## src/common/lc3b_pkg.sv

```systemverilog
`default_nettype none

package lc3b_pkg;

    localparam int WORD_W   = 16;
    localparam int REG_W    = 3;
    localparam int CTRL_W   = 8;
    localparam int NUM_REGS = 8;

    typedef logic [WORD_W-1:0] lc3b_word;
    typedef logic [REG_W-1:0]  lc3b_reg;
    typedef logic [CTRL_W-1:0] lc3b_ctrl;  // all zero is a bubble.

    localparam lc3b_word PC_RESET = 16'h0000;

    // bit positions inside lc3b_ctrl.
    localparam int CTRL_REG_WRITE = 0;
    localparam int CTRL_USE_IMM   = 1;  // operand b comes from imm5.
    localparam int CTRL_SHIFT     = 2;  // operand b comes from imm4.
    localparam int CTRL_MEM_READ  = 3;
    localparam int CTRL_MEM_WRITE = 4;
    localparam int CTRL_BRANCH    = 5;
    localparam int CTRL_JUMP      = 6;
    localparam int CTRL_TRAP      = 7;

    typedef enum logic [3:0] {
        OP_BR   = 4'b0000,
        OP_ADD  = 4'b0001,
        OP_LDB  = 4'b0010,
        OP_STB  = 4'b0011,
        OP_JSR  = 4'b0100,
        OP_AND  = 4'b0101,
        OP_LDR  = 4'b0110,
        OP_STR  = 4'b0111,
        OP_RTI  = 4'b1000,
        OP_NOT  = 4'b1001,
        OP_LDI  = 4'b1010,
        OP_STI  = 4'b1011,
        OP_JMP  = 4'b1100,
        OP_SHF  = 4'b1101,
        OP_LEA  = 4'b1110,
        OP_TRAP = 4'b1111
    } lc3b_opcode;

endpackage

`default_nettype wire

```

## src/common/fetch_bus.sv

```systemverilog
`default_nettype none

interface fetch_bus
    import lc3b_pkg::*;
();

    logic     valid;     // one-cycle strobe, payload is only good with it.
    lc3b_word instr;
    lc3b_word pc;        // address of this instruction.
    lc3b_ctrl ctrl;
    lc3b_word offset6;   // already sign-extended.
    lc3b_word offset9;
    lc3b_word offset11;

    modport producer (
        output valid, instr, pc, ctrl, offset6, offset9, offset11
    );

    modport buffer (
        input valid, instr, pc, ctrl, offset6, offset9, offset11
    );

endinterface

`default_nettype wire

```

## src/common/ifid_bus.sv

```systemverilog
`default_nettype none

interface ifid_bus
    import lc3b_pkg::*;
();

    logic       valid;      // one-cycle strobe.
    lc3b_word   pc;         // fetch pc plus two.
    lc3b_ctrl   ctrl;
    lc3b_opcode opcode;
    lc3b_reg    dest;
    lc3b_reg    src1;
    lc3b_reg    src2;
    lc3b_word   imm5;       // sign-extended.
    lc3b_word   imm4;       // zero-extended.
    lc3b_word   trapvect8;  // vector times two.
    lc3b_word   offset6;
    lc3b_word   offset9;
    lc3b_word   offset11;

    modport buffer (
        output valid, pc, ctrl, opcode, dest, src1, src2,
        output imm5, imm4, trapvect8, offset6, offset9, offset11
    );

    modport consumer (
        input valid, pc, ctrl, opcode, dest, src1, src2,
        input imm5, imm4, trapvect8, offset6, offset9, offset11
    );

endinterface

`default_nettype wire

```

## src/verilog/lc3b_decode.sv

```systemverilog
`default_nettype none

module lc3b_decode
    import lc3b_pkg::*;
(
    input  logic      clk,
    input  logic      arst_n,
    input  logic      flush,
    ifid_bus.consumer ib,
    input  logic      wb_we,
    input  lc3b_reg   wb_reg,
    input  lc3b_word  wb_data,
    output logic      id_valid,
    output lc3b_word  id_pc,
    output lc3b_ctrl  id_ctrl,
    output lc3b_reg   id_dest,
    output lc3b_word  id_sr1_val,
    output lc3b_word  id_opb,
    output lc3b_word  id_offset
);

    lc3b_word regs [NUM_REGS];
    lc3b_word sr1_val;
    lc3b_word sr2_val;
    lc3b_word opb;
    lc3b_word offset;

    always_ff @(posedge clk or negedge arst_n)
    begin
        if (!arst_n)
        begin
            for (int i = 0; i < NUM_REGS; i++)
            begin
                regs[i] <= '0;
            end
        end
        else if (wb_we)
        begin
            regs[wb_reg] <= wb_data;
        end
    end

    // a write in this cycle is forwarded to the read.
    assign sr1_val = (wb_we && wb_reg == ib.src1) ? wb_data : regs[ib.src1];
    assign sr2_val = (wb_we && wb_reg == ib.src2) ? wb_data : regs[ib.src2];

    always_comb
    begin
        if (ib.ctrl[CTRL_SHIFT])
            opb = ib.imm4;
        else if (ib.ctrl[CTRL_USE_IMM])
            opb = ib.imm5;
        else
            opb = sr2_val;
    end

    always_comb
    begin
        case (ib.opcode)
            OP_BR, OP_LEA, OP_LDI, OP_STI: offset = ib.offset9;
            OP_JSR:                        offset = ib.offset11;
            OP_LDB, OP_STB, OP_LDR, OP_STR: offset = ib.offset6;
            OP_TRAP:                       offset = ib.trapvect8;
            default:                       offset = '0;
        endcase
    end

    always_ff @(posedge clk or negedge arst_n)
    begin
        if (!arst_n)
            id_valid <= 1'b0;
        else
            id_valid <= ib.valid && (ib.ctrl != '0) && !flush;  // bubbles stop here.
    end

    always_ff @(posedge clk)
    begin
        if (ib.valid)
        begin
            id_pc      <= ib.pc;
            id_ctrl    <= ib.ctrl;
            id_dest    <= ib.dest;
            id_sr1_val <= sr1_val;
            id_opb     <= opb;
            id_offset  <= offset;
        end
    end

endmodule

`default_nettype wire

```

## src/verilog/lc3b_fetch.sv

```systemverilog
`default_nettype none

module lc3b_fetch
    import lc3b_pkg::*;
(
    input  logic       clk,
    input  logic       arst_n,
    input  logic       redirect,
    input  lc3b_word   redirect_pc,
    output logic       imem_read,
    output lc3b_word   imem_addr,
    input  logic       imem_resp,
    input  lc3b_word   imem_rdata,
    fetch_bus.producer fb
);

    typedef enum logic {IDLE, WAIT} fetch_state_e;

    fetch_state_e state;     // WAIT means a read is outstanding.
    lc3b_word     pc;
    logic         read_q;
    logic         drop;      // a stale response is still owed.
    logic         accept;
    lc3b_opcode   opcode;
    lc3b_ctrl     ctrl;

    assign imem_read = read_q;
    assign imem_addr = pc;
    assign accept    = imem_resp && (state == WAIT) && !redirect;
    assign opcode    = lc3b_opcode'(imem_rdata[15:12]);

    always_comb
    begin
        ctrl = '0;
        case (opcode)
            OP_BR:   ctrl[CTRL_BRANCH] = 1'b1;
            OP_ADD, OP_AND:
            begin
                ctrl[CTRL_REG_WRITE] = 1'b1;
                ctrl[CTRL_USE_IMM]   = imem_rdata[5];  // immediate form.
            end
            OP_NOT, OP_LEA: ctrl[CTRL_REG_WRITE] = 1'b1;
            OP_SHF:
            begin
                ctrl[CTRL_REG_WRITE] = 1'b1;
                ctrl[CTRL_SHIFT]     = 1'b1;
                ctrl[CTRL_USE_IMM]   = 1'b1;
            end
            OP_LDB, OP_LDR, OP_LDI:
            begin
                ctrl[CTRL_REG_WRITE] = 1'b1;
                ctrl[CTRL_MEM_READ]  = 1'b1;
            end
            OP_STB, OP_STR, OP_STI: ctrl[CTRL_MEM_WRITE] = 1'b1;
            OP_JSR:
            begin
                ctrl[CTRL_REG_WRITE] = 1'b1;  // link goes to r7.
                ctrl[CTRL_JUMP]      = 1'b1;
            end
            OP_JMP, OP_RTI: ctrl[CTRL_JUMP] = 1'b1;
            OP_TRAP: ctrl[CTRL_TRAP] = 1'b1;
            default: ctrl = '0;
        endcase
    end

    always_ff @(posedge clk or negedge arst_n)
    begin
        if (!arst_n)
        begin
            state    <= IDLE;
            pc       <= PC_RESET;
            read_q   <= 1'b0;
            drop     <= 1'b0;
            fb.valid <= 1'b0;
        end
        else
        begin
            read_q   <= 1'b0;
            fb.valid <= accept;
            if (redirect)
            begin
                state <= IDLE;
                pc    <= redirect_pc;
                drop  <= (state == WAIT || drop) && !imem_resp;
            end
            else if (state == IDLE)
            begin
                if (!drop || imem_resp)  // old response gone, free to issue.
                begin
                    state  <= WAIT;
                    read_q <= 1'b1;
                    drop   <= 1'b0;
                end
            end
            else if (imem_resp)
            begin
                pc     <= pc + 16'd2;
                read_q <= 1'b1;  // next request goes out with the strobe.
            end
        end
    end

    always_ff @(posedge clk)
    begin
        if (accept)
        begin
            fb.instr    <= imem_rdata;
            fb.pc       <= pc;
            fb.ctrl     <= ctrl;
            fb.offset6  <= {{10{imem_rdata[5]}}, imem_rdata[5:0]};
            fb.offset9  <= {{7{imem_rdata[8]}}, imem_rdata[8:0]};
            fb.offset11 <= {{5{imem_rdata[10]}}, imem_rdata[10:0]};
        end
    end

endmodule

`default_nettype wire

```

## src/verilog/lc3b_frontend.sv

```systemverilog
`default_nettype none

module lc3b_frontend
    import lc3b_pkg::*;
(
    input  logic     clk,
    input  logic     arst_n,

    output logic     imem_read,
    output lc3b_word imem_addr,
    input  logic     imem_resp,
    input  lc3b_word imem_rdata,

    input  logic     redirect,
    input  lc3b_word redirect_pc,

    input  logic     wb_we,
    input  lc3b_reg  wb_reg,
    input  lc3b_word wb_data,

    output logic     id_valid,
    output lc3b_word id_pc,
    output lc3b_ctrl id_ctrl,
    output lc3b_reg  id_dest,
    output lc3b_word id_sr1_val,
    output lc3b_word id_opb,
    output lc3b_word id_offset
);

    fetch_bus fb_if ();
    ifid_bus  ib_if ();

    lc3b_fetch u_fetch (
        .clk         (clk),
        .arst_n      (arst_n),
        .redirect    (redirect),
        .redirect_pc (redirect_pc),
        .imem_read   (imem_read),
        .imem_addr   (imem_addr),
        .imem_resp   (imem_resp),
        .imem_rdata  (imem_rdata),
        .fb          (fb_if)
    );

    // a redirect also empties the two later stages.
    lc3b_ifid u_ifid (
        .clk    (clk),
        .arst_n (arst_n),
        .flush  (redirect),
        .fb     (fb_if),
        .ib     (ib_if)
    );

    lc3b_decode u_decode (
        .clk        (clk),
        .arst_n     (arst_n),
        .flush      (redirect),
        .ib         (ib_if),
        .wb_we      (wb_we),
        .wb_reg     (wb_reg),
        .wb_data    (wb_data),
        .id_valid   (id_valid),
        .id_pc      (id_pc),
        .id_ctrl    (id_ctrl),
        .id_dest    (id_dest),
        .id_sr1_val (id_sr1_val),
        .id_opb     (id_opb),
        .id_offset  (id_offset)
    );

endmodule

`default_nettype wire

```

## src/verilog/lc3b_ifid.sv

```systemverilog
`default_nettype none

module lc3b_ifid
    import lc3b_pkg::*;
(
    input  logic     clk,
    input  logic     arst_n,
    input  logic     flush,
    fetch_bus.buffer fb,
    ifid_bus.buffer  ib
);

    logic bubble;

    assign bubble = (fb.instr == '0);  // the all-zero word is a nop, not a branch.

    always_ff @(posedge clk or negedge arst_n)
    begin
        if (!arst_n)
        begin
            ib.valid     <= 1'b0;
            ib.pc        <= '0;
            ib.ctrl      <= '0;
            ib.opcode    <= OP_BR;
            ib.dest      <= '0;
            ib.src1      <= '0;
            ib.src2      <= '0;
            ib.imm5      <= '0;
            ib.imm4      <= '0;
            ib.trapvect8 <= '0;
            ib.offset6   <= '0;
            ib.offset9   <= '0;
            ib.offset11  <= '0;
        end
        else if (flush)
        begin
            ib.valid     <= 1'b0;
            ib.pc        <= '0;
            ib.ctrl      <= '0;
            ib.opcode    <= OP_BR;
            ib.dest      <= '0;
            ib.src1      <= '0;
            ib.src2      <= '0;
            ib.imm5      <= '0;
            ib.imm4      <= '0;
            ib.trapvect8 <= '0;
            ib.offset6   <= '0;
            ib.offset9   <= '0;
            ib.offset11  <= '0;
        end
        else
        begin
            ib.valid <= fb.valid;
            if (fb.valid)
            begin
                ib.pc        <= fb.pc + 16'd2;  // pc seen downstream is already advanced.
                ib.ctrl      <= bubble ? '0 : fb.ctrl;
                ib.opcode    <= lc3b_opcode'(fb.instr[15:12]);
                ib.dest      <= fb.instr[11:9];
                ib.src1      <= fb.instr[8:6];
                ib.src2      <= fb.instr[2:0];
                ib.imm5      <= {{11{fb.instr[4]}}, fb.instr[4:0]};
                ib.imm4      <= {12'd0, fb.instr[3:0]};
                ib.trapvect8 <= {7'd0, fb.instr[7:0], 1'b0};
                ib.offset6   <= fb.offset6;
                ib.offset9   <= fb.offset9;
                ib.offset11  <= fb.offset11;
            end
        end
    end

endmodule

`default_nettype wire
```

## config.mk

```make
export PLATFORM = sky130hd
export DESIGN_NAME = lc3b_frontend
export DESIGN_NICKNAME = d
export VERILOG_FILES = /design/src/common/lc3b_pkg.sv /design/src/common/fetch_bus.sv /design/src/common/ifid_bus.sv /design/src/verilog/lc3b_decode.sv /design/src/verilog/lc3b_fetch.sv /design/src/verilog/lc3b_frontend.sv /design/src/verilog/lc3b_ifid.sv
export SDC_FILE = /design/constraint.sdc
export NUM_CORES = 1
export LEC_CHECK = 0
export BUFFER_PORTS_ARGS = -buffer_cell sky130_fd_sc_hd__buf_4
export CAP_MARGIN = 25
export CORE_MARGIN = 2
export CORE_UTILIZATION = 53
export DETAILED_ROUTE_END_ITERATION = 10
export GPL_TIMING_DRIVEN = 0
export HOLD_SLACK_MARGIN = 0.05
export PLACE_DENSITY = 0.76
export SKIP_LAST_GASP = 1
export SYNTH_ARGS = -nofsm -noshare
export SYNTH_HDL_FRONTEND = slang
export SYNTH_SLANG_ARGS = --single-unit
```

## constraint.sdc

```tcl
create_clock -name clk -period 2.7 [get_ports clk]
set_input_delay 0.675 -clock clk [delete_from_list [all_inputs] [get_ports clk]]
set_output_delay 0.675 -clock clk [all_outputs]
set_load 0.05 [all_outputs]
```

==> results.cfg <==
[outcome]
status = complete, no violations

[sta]
setup_violations = 0
tightest_slew_ps = 1070
whs_ps = 106.3
hold_viol = 0
clock.fmax_mhz = 394.8
final_max_slew_viol_count = 0
post-route-period-util_pct = 93.82
period_needed_ps = 2533
finalClockSkew_ps = 13.31
rsz0062_at_grt = false
relSlewSlack_pct = 28.64

[die]
die_width_um = 165.2
die-area_um2 = 27280
top_level_ports = 149
start_util_pct = 54.36
core-area_um2 = 25330
die_h_um = 165.2
std_cell_rows = 58

[drt]
wire_per_inst_um = 22.60
wl_met3_mm = 2.872
finalWirelength_mm = 34.21
wl_met2_mm = 16.54
first_pass_iters = 5
drc_errors = 0
top_layer = met5
wl_met1_mm = 13.69
routed_via_density = 6.059
dr_total_vias = 9173
drtIter0Drc = 843
ant_nets = 0

[hold_path]
hold_class = primary input to async pin

[layout]
area_growth_pct = 18.89
register_area_um2 = 8061
layout_commonest_cell = dfrtp_1
layout_common_cells = 189 x dfrtp_1, 156 x buf_4, 110 x edfxtp_1
multi_input_area_um2 = 5274
final_core_util_pct = 64.63
fin_nets = 1214
layout-drive-gt1-share_pct = 33.19
fillers = 1848

[setup_path]
r2r_cells = 5
r2r_start = u_ifid.ib.offset11[7]
critPathMaxStageDelay_ps = 810
cp_slowest_cell = clkbuf_1
path_max_fanout = 10
rr_endpoint = u_decode.id_sr1_val[9]
cp_cell_sequence = buf_2 -> clkbuf_1 -> mux4_2 -> mux2i_1 -> a21oi_1
cp-start-kind = flop
end_kind = flop
worst_ep_arrival_time_ps = 2820
criticalPathCategory = flop to flop
required_ps = 2990
timing.reg2reg.setup_slack_ps = 170

[clocking]
ctsHoldBuffers = 0
cts_resized = 0
htree_levels = 1
cts_buffers = 31
cts.clk_slew.worst_paths_ps = 60
post_cts_buffers = 0
cts-root-buf = clkbuf_16
clock-sinks = 300
clockBufferDepth = 3
cts_tree = yes
insertion_delay_ps = 560

[logic_synthesis]
ys_seq_elements = 300
async_reset_ff_share_pct = 63.33
synth_edf_count = 110
syn_area_per_cell_um2 = 14.03
netlist_area_um2 = 13770
yosysSeqAreaShare_pct = 58.53
ys_warn_count = 0
syn_nets = 1039
postSynthCellCount = 981
synth_ff_type = dfrtp_1
synth_cell_types = 53

[job]
drv_cap = 0

[global_route]
grt_usage_pct = 25.59
grt_pass1_wl_mm = 52.43
first_global_vias = 9192
grt_start_max_net_pins = 103
grt_overflow_total = 0
antenna_found_initial = 4

[pwr]
p_leak_uw = 0.006573
vdd_ir_drop_max_mv = 0.4749
power.density_nw_per_um2 = 719.3

[placement]
gp_congestion = 0.8360
hpwl_mm = 22.89
port-buffer-count = 140
-- layout make-up --
type	instances	area share (%)
inverters	18	0.4128
flip-flops and latches	300	49.25
well taps	330	2.523
repair buffers	142	6.803
multi-input cells	595	32.22
clock inverters	12	0.7415
diodes	3	0.04586
clock buffers	46	5.710
plain buffers	68	2.293
-- Yosys cell counts (10+ instances only) --
master	instances	area [um2]
dfrtp_1	190	4755
edfxtp_1	110	3303
nand2_1	85	319.1
mux2_2	84	945.9
nor2_1	68	255.2
o21ai_0	67	335.3
mux4_2	53	1194
mux2i_1	52	520.5
clkbuf_1	24	90.09
buf_2	20	100.1
xnor2_1	20	175.2
a21oi_1	19	95.09
inv_1	18	67.56
buf_4	17	127.6
a22o_1	16	140.1
a211oi_1	12	90.09
nor4_1	12	75.07
mux4_1	11	289.0
nand4_1	11	68.82
a221oi_2	10	150.1
nand3_1	10	50.05
-- report_power, final --
group	leakage [uW]	internal, uW	switching [uW]
combinational	0.00266	903	873
sequential	0.00339	5270	393
clock	0.000518	2580	1750
-- metal layers --
layer | track usage [%] | vias to the layer above
met5 | 0 | -
met4 | 9.249 | 2
met3 | 6.219 | 84
met2 | 41.70 | 371
met1 | 33.74 | 4677
li1 | - | 4039
-- critical path: cells and delay by family (launching register included) --
kind / cells / cell delay [ps]
buf+inv: 2 / 1110
mux: 2 / 710
flops: 1 / 320
compound gates: 1 / 120
-- through the flow --
| stage | std cells | cell area (um2) | power, uW | TNS [ps] | setup WS (ps) |
|---|---|---|---|---|---|
| 2_1_floorplan | 981 | 13770 | 6897 | 0 | 129.3 |
| 3_3_place_gp | 1451 | 15230 | 7391 | -100690 | -720.6 |
| 3_5_place_dp | 1453 | 15300 | 7494 | 0 | 86.18 |
| 4_1_cts | 1511 | 16360 | 11790 | 0 | 232.5 |
| 5_1_grt | 1512 | 16360 | 12200 | 0 | 188.5 |
| 6_report | 1514 | 16370 | 11770 | 0 | 167.0 |
-- worst max-delay path by stage --
stage,slack [ps],cells after the start,from,to
final,170,5,u_ifid.ib.offset11[7],u_decode.id_sr1_val[9]
after global placement,-720,4,redirect,u_fetch.fb.ctrl[4]
after detailed placement,90,5,redirect,u_fetch.fb.ctrl[5]
after CTS,230,5,u_ifid.ib.offset11[7],u_decode.id_sr1_val[9]
after floorplan,130,3,redirect,u_fetch.fb.ctrl[0]
after global routing,190,5,u_ifid.ib.offset11[7],u_decode.id_sr1_val[9]
-- cells by family after synthesis --
kind of cell	share of synthesized area [%]
AOI/OAI and AO/OA	6.735
buffers and inverters	3.217
adders and majority gates	0.1817
muxes	21.61
and+or+nand+nor	7.680
xor gates and xnor gates	2.045
DFF	58.53
-- flip-flops by register name, summed over array words and instances (netlist names), 10 cells and up --
name                 flops
u_fetch.fb.pc           16
u_decode.regs          128
u_fetch.fb.offset11     10
u_fetch.imem_addr       16
u_decode.id_offset      11
u_decode.id_sr1_val     16
u_ifid.ib.offset11      11
u_decode.id_opb         16
u_ifid.ib.pc            16
u_decode.id_pc          16
Power figures use the tool's default switching activity.
